===== src/hdl/cpu_defs.svh =====
`ifndef CPU_DEFS_SVH
`define CPU_DEFS_SVH

`default_nettype none

// ****************************************************************************
// Word and address widths
// ****************************************************************************

`define CPU_WORD_WIDTH   16        // Data, instruction and CPU address width
`define DRAM_ADDR_WIDTH  25        // DRAM word address width

// ****************************************************************************
// Memory map and DRAM timing
// ****************************************************************************

// Highest CPU address that reaches the DRAM, anything above goes to word 0
`define DRAM_MAP_LAST    16'hF7FF

// Wait cycles after each DRAM address, must cover the DRAM read latency
`define DRAM_WAIT_CYCLES 12

`default_nettype wire

`endif

===== src/hdl/cpu_pkg.sv =====
`include "cpu_defs.svh"
`default_nettype none

package cpu_pkg;

    typedef logic [`CPU_WORD_WIDTH-1:0]  word_t;
    typedef logic [`CPU_WORD_WIDTH-1:0]  addr_t;
    typedef logic [`DRAM_ADDR_WIDTH-1:0] dram_addr_t;
    typedef logic [3:0]                  reg_idx_t;

    typedef enum logic [3:0] {
        OP_ADD  = 4'd0,
        OP_SUB  = 4'd1,
        OP_AND  = 4'd2,
        OP_OR   = 4'd3,
        OP_XOR  = 4'd4,
        OP_SHL  = 4'd5,
        OP_SHR  = 4'd6,
        OP_ADDI = 4'd7,
        OP_LDI  = 4'd8,
        OP_LD   = 4'd9,
        OP_ST   = 4'd10,
        OP_BRZ  = 4'd11
    } opcode_e;

    typedef enum logic [2:0] {
        IDLE,
        FETCH_INSTR,
        WAIT_INSTR,
        INSTR_OUT,
        FETCH_DATA,
        WAIT_DATA,
        DATA_OUT
    } seq_state_e;

endpackage

`default_nettype wire


===== src/hdl/cpu_top.sv =====
`timescale 1ns/1ps
`default_nettype none

module cpu_top import cpu_pkg::*; (
    input  wire         clk,
    input  wire         rst,
    output dram_addr_t  dram_addr,
    output logic        dram_write_en,
    output word_t       dram_write_data,
    input  word_t       dram_read_data,
    output addr_t       pc,
    output logic        retire
);

    word_t     instr;
    logic      instr_valid;
    word_t     load_data;
    opcode_e   opcode;
    reg_idx_t  rd;
    reg_idx_t  rs;
    reg_idx_t  rt;
    word_t     imm4_sext;
    word_t     imm8;
    logic      is_load;
    logic      is_store;
    logic      is_branch;
    logic      reg_write;
    word_t     rs_data;
    word_t     rt_data;
    word_t     rd_data;
    word_t     alu_result;
    addr_t     data_addr;
    word_t     store_data;
    logic      branch_taken;

    mem_sequencer mem_sequencer_i (
        .clk, .rst, .pc, .data_addr, .store_data, .is_store, .dram_read_data,
        .dram_addr, .dram_write_en, .dram_write_data,
        .instr, .instr_valid, .load_data, .retire
    );

    instr_decode instr_decode_i (
        .instr, .instr_valid, .opcode, .rd, .rs, .rt, .imm4_sext, .imm8,
        .is_load, .is_store, .is_branch, .reg_write
    );

    alu_execute alu_execute_i (
        .opcode, .imm4_sext, .imm8, .rs_data, .rt_data, .rd_data, .is_branch,
        .alu_result, .data_addr, .store_data, .branch_taken
    );

    reg_writeback reg_writeback_i (
        .clk, .rst, .rs, .rt, .rd, .reg_write, .is_load, .retire,
        .load_data, .alu_result, .imm8, .branch_taken,
        .rs_data, .rt_data, .rd_data, .pc
    );

endmodule

`default_nettype wire


===== src/hdl/reg_writeback.sv =====
`timescale 1ns/1ps
`default_nettype none

module reg_writeback import cpu_pkg::*; (
    input  wire       clk,
    input  wire       rst,
    input  reg_idx_t  rs,
    input  reg_idx_t  rt,
    input  reg_idx_t  rd,
    input  wire       reg_write,
    input  wire       is_load,
    input  wire       retire,
    input  word_t     load_data,
    input  word_t     alu_result,
    input  word_t     imm8,
    input  wire       branch_taken,
    output word_t     rs_data,
    output word_t     rt_data,
    output word_t     rd_data,
    output addr_t     pc
);

    word_t  regs [16];
    addr_t  pc_plus_one;

    assign rs_data = regs[rs];
    assign rt_data = regs[rt];
    assign rd_data = regs[rd];

    assign pc_plus_one = pc + 1'b1;

    // Registers and PC only move when an instruction retires
    always_ff @(posedge clk) begin
        if (!rst) begin
            pc <= '0;
            for (int i = 0; i < 16; i++) begin
                regs[i] <= '0;
            end
        end else if (retire) begin
            if (reg_write) regs[rd] <= is_load ? load_data : alu_result;
            pc <= branch_taken ? pc_plus_one + addr_t'(imm8) : pc_plus_one;
        end
    end

endmodule

`default_nettype wire


===== src/hdl/alu_execute.sv =====
`timescale 1ns/1ps
`default_nettype none

module alu_execute import cpu_pkg::*; (
    input  opcode_e  opcode,
    input  word_t    imm4_sext,
    input  word_t    imm8,
    input  word_t    rs_data,
    input  word_t    rt_data,
    input  word_t    rd_data,
    input  wire      is_branch,
    output word_t    alu_result,
    output addr_t    data_addr,
    output word_t    store_data,
    output logic     branch_taken
);

    logic [3:0] shamt;

    assign shamt = rt_data[3:0];                         // Shift by low 4 bits of rt

    // ************************************************************************
    // ALU
    // ************************************************************************

    always_comb begin
        case (opcode)
            OP_ADD:  alu_result = rs_data + rt_data;
            OP_SUB:  alu_result = rs_data - rt_data;
            OP_AND:  alu_result = rs_data & rt_data;
            OP_OR:   alu_result = rs_data | rt_data;
            OP_XOR:  alu_result = rs_data ^ rt_data;
            OP_SHL:  alu_result = rs_data << shamt;
            OP_SHR:  alu_result = rs_data >> shamt;
            OP_ADDI: alu_result = rs_data + imm4_sext;
            OP_LDI:  alu_result = imm8;                  // Zero-extended by decode
            default: alu_result = '0;                    // LD, ST, BRZ
        endcase
    end

    // ************************************************************************
    // Memory access and branch
    // ************************************************************************

    // Address of LD and ST, unused data read for everything else
    assign data_addr  = addr_t'(rs_data);
    assign store_data = rt_data;

    assign branch_taken = is_branch && (rd_data == '0);

endmodule

`default_nettype wire


===== src/hdl/instr_decode.sv =====
`timescale 1ns/1ps
`include "cpu_defs.svh"
`default_nettype none

module instr_decode import cpu_pkg::*; (
    input  word_t     instr,
    input  wire       instr_valid,
    output opcode_e   opcode,
    output reg_idx_t  rd,
    output reg_idx_t  rs,
    output reg_idx_t  rt,
    output word_t     imm4_sext,
    output word_t     imm8,
    output logic      is_load,
    output logic      is_store,
    output logic      is_branch,
    output logic      reg_write
);

    logic writes_rd;

    // ************************************************************************
    // Field split
    // ************************************************************************

    assign opcode = opcode_e'(instr[15:12]);
    assign rd     = instr[11:8];
    assign rs     = instr[7:4];
    assign rt     = instr[3:0];

    assign imm4_sext = {{(`CPU_WORD_WIDTH-4){instr[3]}}, instr[3:0]};

    // Branch offset is signed, the LDI constant is not
    assign imm8 = (opcode == OP_BRZ) ? {{(`CPU_WORD_WIDTH-8){instr[7]}}, instr[7:0]}
                                     : {{(`CPU_WORD_WIDTH-8){1'b0}}, instr[7:0]};

    // ************************************************************************
    // Class flags
    // ************************************************************************

    always_comb begin
        case (opcode)
            OP_ADD, OP_SUB, OP_AND, OP_OR, OP_XOR,
            OP_SHL, OP_SHR, OP_ADDI, OP_LDI, OP_LD: writes_rd = 1'b1;
            default:                                writes_rd = 1'b0;  // ST, BRZ, unused
        endcase
    end

    // Stale instruction word must not trigger anything
    assign is_load   = instr_valid && (opcode == OP_LD);
    assign is_store  = instr_valid && (opcode == OP_ST);
    assign is_branch = instr_valid && (opcode == OP_BRZ);
    assign reg_write = instr_valid && writes_rd;

endmodule

`default_nettype wire


===== src/hdl/mem_sequencer.sv =====
`timescale 1ns/1ps
`include "cpu_defs.svh"
`default_nettype none

module mem_sequencer import cpu_pkg::*; (
    input  wire         clk,
    input  wire         rst,
    input  addr_t       pc,
    input  addr_t       data_addr,
    input  word_t       store_data,
    input  wire         is_store,
    input  word_t       dram_read_data,
    output dram_addr_t  dram_addr,
    output logic        dram_write_en,
    output word_t       dram_write_data,
    output word_t       instr,
    output logic        instr_valid,
    output word_t       load_data,
    output logic        retire
);

    localparam int WAIT_W = $clog2(`DRAM_WAIT_CYCLES + 1);

    seq_state_e          state;
    logic [WAIT_W-1:0]   wait_count;
    logic                wait_last;

    function automatic logic in_map(input addr_t addr);
        return addr <= addr_t'(`DRAM_MAP_LAST);
    endfunction

    // Out-of-map addresses land on DRAM word 0
    function automatic dram_addr_t map_addr(input addr_t addr);
        return in_map(addr) ? dram_addr_t'(addr) : '0;
    endfunction

    assign wait_last = (wait_count == WAIT_W'(`DRAM_WAIT_CYCLES - 1));

    // ************************************************************************
    // Sequencer FSM, one instruction per pass
    // ************************************************************************

    always_ff @(posedge clk) begin
        if (!rst) begin
            state         <= IDLE;
            wait_count    <= '0;
            dram_addr     <= '0;
            dram_write_en <= 1'b0;
        end else begin
            dram_write_en <= 1'b0;                       // Pulse lasts FETCH_DATA only
            case (state)
                IDLE: begin
                    dram_addr <= map_addr(pc);
                    state     <= FETCH_INSTR;
                end
                FETCH_INSTR: begin
                    wait_count <= '0;
                    state      <= WAIT_INSTR;
                end
                WAIT_INSTR: begin
                    wait_count <= wait_count + 1'b1;
                    if (wait_last) state <= INSTR_OUT;
                end
                INSTR_OUT: begin
                    // Decode and execute already see the new instruction here
                    dram_addr     <= map_addr(data_addr);
                    dram_write_en <= is_store && in_map(data_addr);
                    state         <= FETCH_DATA;
                end
                FETCH_DATA: begin
                    wait_count <= '0;
                    state      <= WAIT_DATA;
                end
                WAIT_DATA: begin
                    wait_count <= wait_count + 1'b1;
                    if (wait_last) state <= DATA_OUT;
                end
                DATA_OUT: state <= IDLE;
                default:  state <= IDLE;
            endcase
        end
    end

    // Payload registers
    always_ff @(posedge clk) begin
        if (state == WAIT_INSTR && wait_last) instr <= dram_read_data;
        if (state == WAIT_DATA && wait_last) load_data <= dram_read_data;
        if (state == INSTR_OUT) dram_write_data <= store_data;
    end

    assign instr_valid = (state == INSTR_OUT) || (state == FETCH_DATA) ||
                         (state == WAIT_DATA) || (state == DATA_OUT);
    assign retire      = (state == DATA_OUT);

endmodule

`default_nettype wire


===== config.mk =====
export PLATFORM = sky130hd
export DESIGN_NAME = cpu_top
export DESIGN_NICKNAME = d
export VERILOG_FILES = /design/src/hdl/cpu_pkg.sv /design/src/hdl/cpu_top.sv /design/src/hdl/reg_writeback.sv /design/src/hdl/alu_execute.sv /design/src/hdl/instr_decode.sv /design/src/hdl/mem_sequencer.sv
export VERILOG_INCLUDE_DIRS = /design/src /design/src/hdl
export SDC_FILE = /design/constraint.sdc
export NUM_CORES = 1
export LEC_CHECK = 0
export BUFFER_PORTS_ARGS = -buffer_cell sky130_fd_sc_hd__buf_2
export CORE_MARGIN = 4
export CORE_UTILIZATION = 45
export CTS_CLUSTER_DIAMETER = 50
export CTS_CLUSTER_SIZE = 20
export DETAILED_ROUTE_END_ITERATION = 12
export MAX_ROUTING_LAYER = met4
export SETUP_SLACK_MARGIN = 0.3
export SYNTH_ARGS = -nofsm -noshare
export SYNTH_HDL_FRONTEND = slang
export SYNTH_SLANG_ARGS = --single-unit

===== constraint.sdc =====
create_clock -name clk -period 4.9 [get_ports clk]
set_input_delay 0.98 -clock clk [delete_from_list [all_inputs] [get_ports clk]]
set_output_delay 0.98 -clock clk [all_outputs]
set_load 0.05 [all_outputs]

# Word level (Yosys, flattened, before mapping)
# Memory sizes are Yosys's and may differ from the RTL's. A register that Yosys moved wholly into a read port is not among the register bits.
# Cells that the tools add are included.
[word_totals]
ff_bits = 97
mem_count = 2
output_inout_bits = 59
romBits = 16
word_cells = 87
in_bits = 18
ramBits = 256
[op_classes]
mux = 23
n_addsub = 6
n_reduce_logical = 21
n_bitwise = 3
n_lt_le_gt_ge = 2
n_eq_ne = 20
n_shift = 2
[mem_list]
columns = ["name", "words", "word_bits", "read_ports", "rd_ports_with_merged_regs", "write_ports", "line_no", "source"]
rows = [
  ["reg_writeback_i.regs", 16, 16, 3, 3, 16, "reg_writeback.sv:23", "word_t regs [16];"],
  ["(name not given)", 16, 1, 1, 1, 0, "instr_decode.sv:42", "case (opcode)"],
]
[ops]
columns = ["operator", "n"]
rows = [
  ["$pmux W16 S9", 1],
  ["$mux W16", 6],
  ["$pmux W25 S2", 1],
  ["$add A16 B16 Y16", 3],
  ["$le A16 B16 Y1 const B", 2],
  ["$eq A4 B4 Y1 const B", 5],
  ["$mux W4", 5],
  ["$pmux W3 S6", 1],
  ["$add A16 B1 Y16 const B", 1],
  ["$and A16 B16 Y16", 1],
  ["$eq A4 B3 Y1 const B", 4],
  ["$logic_not A16 Y1", 1],
  ["$or A16 B16 Y16", 1],
  ["$reduce_or A16 Y1", 1],
  ["$shl A16 B4 Y16", 1],
  ["$shr A16 B4 Y16", 1],
  ["$sub A16 B16 Y16", 1],
  ["$xor A16 B16 Y16", 1],
  ["$eq A3 B3 Y1 const B", 3],
  ["$eq A4 B2 Y1 const B", 2],
  ["$logic_and A1 B1 Y1", 8],
  ["$pmux W4 S2", 1],
  ["$eq A3 B2 Y1 const B", 2],
  ["$mux W1", 6],
  ["11 further kinds", 18],
]

# Depth between registers and ports, before layout
[logic_depth]
depth_word = 11
mapped_depth = 24
mapped_depth_nobuf = 19

# Cells and area by module
# A second synthesis with hierarchy kept.
[unflattened]
hier_cells = 1984
hier_area_um2 = 23739.0
[modules_own_cells]
columns = ["mod", "area_per_inst_um2", "seq_area_each_um2", "n_inst", "cells_per_inst"]
rows = [
  ["reg_writeback", 16709.8, 8007.7, 1, 1153],
  ["alu_execute", 3764.9, 0.0, 1, 572],
  ["mem_sequencer", 2836.5, 1921.8, 1, 203],
  ["instr_decode", 427.9, 0.0, 1, 56],
]

# Least setup slack after synthesis
# Ideal clock, no wire load.
[synth_path]
kind = "reg-to-reg"
startpoint = "register (tool-made name)"
endpoint = "memory reg_writeback_i.regs[10][12] (netlist name), data pin"
arrival_ns = 4.906
n_path_buf = 6
setup_ns = 0.267
synth_period_minus_slack_ns = 5.173
required_ns = 4.633
path_stages_with_launch = 23
setup_slack_ns = -0.273
cell_sequence = "dfxtp_1 -> buf_6 -> buf_6 -> buf_2 -> mux4_2 -> a221oi_1 -> buf_2 -> inv_2 -> buf_2 -> a22oi_1 -> o21ai_0 -> ha_1 -> nor2b_1 -> o21ai_0 -> nand2b_1 -> a31oi_1 -> o21ai_0 -> a31oi_1 -> o21ai_0 -> xor2_1 -> a211oi_2 -> buf_2 -> nor2_1"
[synth_rtl]
columns = ["element", "line_no"]
rows = [
  ["end: declaration", "reg_writeback.sv:23"],
]

==> results.py <==
metrics = {
    "run_status": {
        "status": "complete, but fails checks",
        "violations": "negative setup slack",
    },
    "critical_path": {
        "crit_buf_inv": 4,
        "cp.arrival_ps": 5270,
        "cp_slowest_stage_delay_ps": 470,
        "start_kind": "flip-flop",
        "r2r_end": "reg_writeback_i.regs[9][15]",
        "worst_path_max_delay_cell": "mux4_2",
        "worstPathMaxFanout": 8,
        "end_kind": "flip-flop",
        "rrSetupSlack_ps": -50,
        "cp_top_family": "compound AO/OA/AOI/OAI gates",
        "rr_worst_depth": 21,
        "worstPathRequired_ps": 5210,
        "crit_chain": "buf_12, buf_6, mux4_2, a22o_1, a221oi_4, ha_1, a22oi_1, o21ai_2, ha_1, a211o_1, a21oi_2, o21ai_2, nand2_2, a21oi_4, nor4b_4, o31ai_2, buf_4, a21o_1, a31oi_4, buf_12, nor2_2",
        "timing_worst_setup_path_type": "reg -> reg",
    },
    "placed_design": {
        "placed_area_mm2": 0.0246,
        "dp_hpwl_um": 68900,
        "pre_cts_ws_ps": -289,
        "gp_congestion": 1.06,
        "portBuffers": 67,
    },
    "sta": {
        "rsz0062_at_grt": "yes",
        "worstMarginPinSlew_ps": 1330,
        "relSlewSlack": 0.115,
        "final_max_slew_viol_count": 0,
        "setup_viol": 22,
        "hold_viol": 0,
        "fin_skew_ps": 48.8,
        "period_share": 1.01,
        "fmax_mhz": 202,
        "worst_slack_ps": -52.6,
        "fin_crit_ps": 4950,
    },
    "floorplanning": {
        "die_y_um": 230,
        "dieArea_mm2": 0.0530,
        "start_util": 0.455,
        "pin_count": 77,
        "rows": 81,
        "die_x_um": 230,
        "coreArea_mm2": 0.0488,
    },
    "synth": {
        "syn_area_mm2": 0.0222,
        "synthArstFlopShare": 0,
        "ys_ff_latch": 357,
        "syn_inst": 1943,
        "seq_area_frac_synth": 0.458,
        "synth_cell_types": 77,
        "avgSynthCellArea_um2": 11.4,
        "synth_edf_count": 304,
        "synth_flop_cell": "edfxtp_1",
        "ys_warn_count": 0,
    },
    "final_layout": {
        "area_growth_pct": 23.6,
        "multi_input_area_mm2": 0.0121,
        "fin_area_mm2": 0.0275,
        "mostFrequentLayoutCells": "edfxtp_1, buf_4, nor2_1, mux4_2, nand2_1",
        "final_nets": 2262,
        "mostFrequentLayoutCell": "edfxtp_1",
        "seqCellArea_mm2": 0.0102,
        "drive_gt1_frac": 0.314,
        "nFillCells": 4191,
    },
    "worst_hold_path": {
        "hold_class": "reg -> reg",
        "holdPathEnd": "mem_sequencer_i.dram_addr[5]",
        "min_from": "mem_sequencer_i.dram_addr[5]",
        "hold_depth": 2,
    },
    "clock_tree": {
        "clock-sinks": 357,
        "clk_pin_slew_ps": 70,
        "root_buffer": "clkbuf_16",
        "ctsHtreeMaxLevel": 2,
        "cts_hold_buf": 0,
        "cts_tree": "done",
        "insertion_delay_ps": 610,
        "cts_buffers": 43,
        "clockBufferDepth": 3,
    },
    "detailed_routing": {
        "via_per_inst": 6.52,
        "first_pass_iters": 5,
        "ant_nets": 0,
        "wl_per_cell_um": 32.4,
        "vias": 18734,
        "dr.first_iter.drc_count": 2634,
        "drc": 0,
        "finalWirelength_um": 93000,
    },
    "global_routing": {
        "antenna_found_initial": 0,
        "grt_pass1_wl_um": 130000,
        "globalRouteOverflowTotal": 0,
        "grt_max_degree": 59,
        "gr-usage-all-layers": 0.350,
        "grt_pass1_vias": 17865,
    },
    "pwr": {
        "vdd_drop_max_mv": 0.255,
        "p_per_area_mw_per_mm2": 277,
        "cellLeakagePower_nw": 10.1,
    },
    "job": {
        "drv_cap": 0,
    },
}
## power by group
group,switching [mW],internal [mW],total (mW),leakage [nW]
registers,0.124,3.39,3.52,3.51
clock network,1.51,1.78,3.29,0.715
logic,0.516,0.282,0.799,5.88
## metal layers
| metal | track usage | vias to the layer above | share of wire |
|---|---|---|---|
| met3 | 0.0637 | 244 | 0.096 |
| met4 | 0.166 | 0 | 0.060 |
| met1 | 0.463 | 9386 | 0.39 |
| met2 | 0.525 | 1150 | 0.45 |
| met5 | - | - | 0 |
| li1 | - | 7954 | - |
## state kept, by name (all words and copies together), names as in the netlist, named ones only
signal	count
reg_writeback_i.regs	256
mem_sequencer_i.dram_addr	16
mem_sequencer_i.dram_write_en	1
mem_sequencer_i.dram_write_data	16
mem_sequencer_i.load_data	16
mem_sequencer_i.wait_count	4
instr_decode_i.writes_rd	1
mem_sequencer_i.state	3
mem_sequencer_i.instr	16
reg_writeback_i.pc	16
## synthesized netlist by cell type, types with 17 or more instances
library cell	n	area share
a21oi_1	67	0.015
edfxtp_1	304	0.41
mux2_2	20	0.010
dfxtp_1	53	0.048
nor2_1	226	0.038
o221ai_1	17	0.0067
o21ai_0	67	0.015
ha_1	69	0.039
nand3_1	37	0.0083
xor2_1	18	0.0071
nor4_1	45	0.013
nor3_1	28	0.0063
nand2_1	122	0.021
clkbuf_1	79	0.013
xnor2_1	35	0.014
mux2i_1	69	0.031
a221oi_1	39	0.015
mux4_2	125	0.13
inv_1	54	0.0091
a22oi_1	37	0.012
buf_2	28	0.0063
nor2b_1	127	0.036
## what timing repair did
action / in CTS / in global routing
endpoints found under the setup margin: 192 / 215
gates cloned: 2 / 4
gates resized for setup: 47 / 184
buffers inserted: 13 / 18
pin swaps: 26 / 43
## logic make-up (layout without fill, tap and decap cells)
kind of cell,count (synthesis),after routing,synth area share
xor gates and xnor gates,53,53,0.0209
other,1,10,0.000169
and+or+nand+nor,682,682,0.152
muxes,214,214,0.168
DFF,357,357,0.458
adders and majority gates,71,71,0.0406
buffers and inverters,193,449,0.0386
AOI/OAI and AO/OA,372,372,0.121
## worst max-delay path by stage
stage                          from                      endpoint  slack (ps)  depth (start not counted)
final                     flip-flop   reg_writeback_i.regs[9][15]         -50                         21
after global routing      flip-flop   reg_writeback_i.regs[9][15]        -160                         23
after CTS                 flip-flop   reg_writeback_i.regs[8][10]          70                         23
after detailed placement  flip-flop   reg_writeback_i.regs[5][10]        -290                         18
after global placement    flip-flop  reg_writeback_i.regs[10][10]        -290                         18
after floorplan           flip-flop  reg_writeback_i.regs[11][11]         300                         21
## worst reg2reg max path, cell delays in order (launching register included)
cell	delay, ps
dfxtp_4	370
buf_12	130
buf_6	110
mux4_2	470
a22o_1	220
a221oi_4	330
ha_1	310
a22oi_1	190
o21ai_2	110
ha_1	300
a211o_1	340
a21oi_2	190
o21ai_2	90
nand2_2	90
a21oi_4	70
nor4b_4	290
o31ai_2	100
buf_4	140
a21o_1	170
a31oi_4	360
buf_12	230
nor2_2	50
## final cells by class
cell class	count	share of cell area
repair buffers	312	0.0965
well taps	664	0.0302
clock buffers	47	0.0401
diodes	1	0.0000911
clock inverters	32	0.0129
inverters	58	0.00811
multi-input cells	1401	0.441
flip-flops and latches	357	0.371
## metrics by stage
step	total power [mW]	util	instances	setup TNS [ps]	hold slack [ps]
after floorplan	3.99	-	1951	0	505
after global placement	4.30	0.504	2755	-4960	483
after detailed placement	4.31	0.504	2755	-7390	489
after CTS	7.59	0.542	2849	0	497
after global routing	7.82	0.562	2871	-6080	509
final	7.61	0.562	2872	-677	494
No activity file was read; power rests on OpenSTA's default activity.
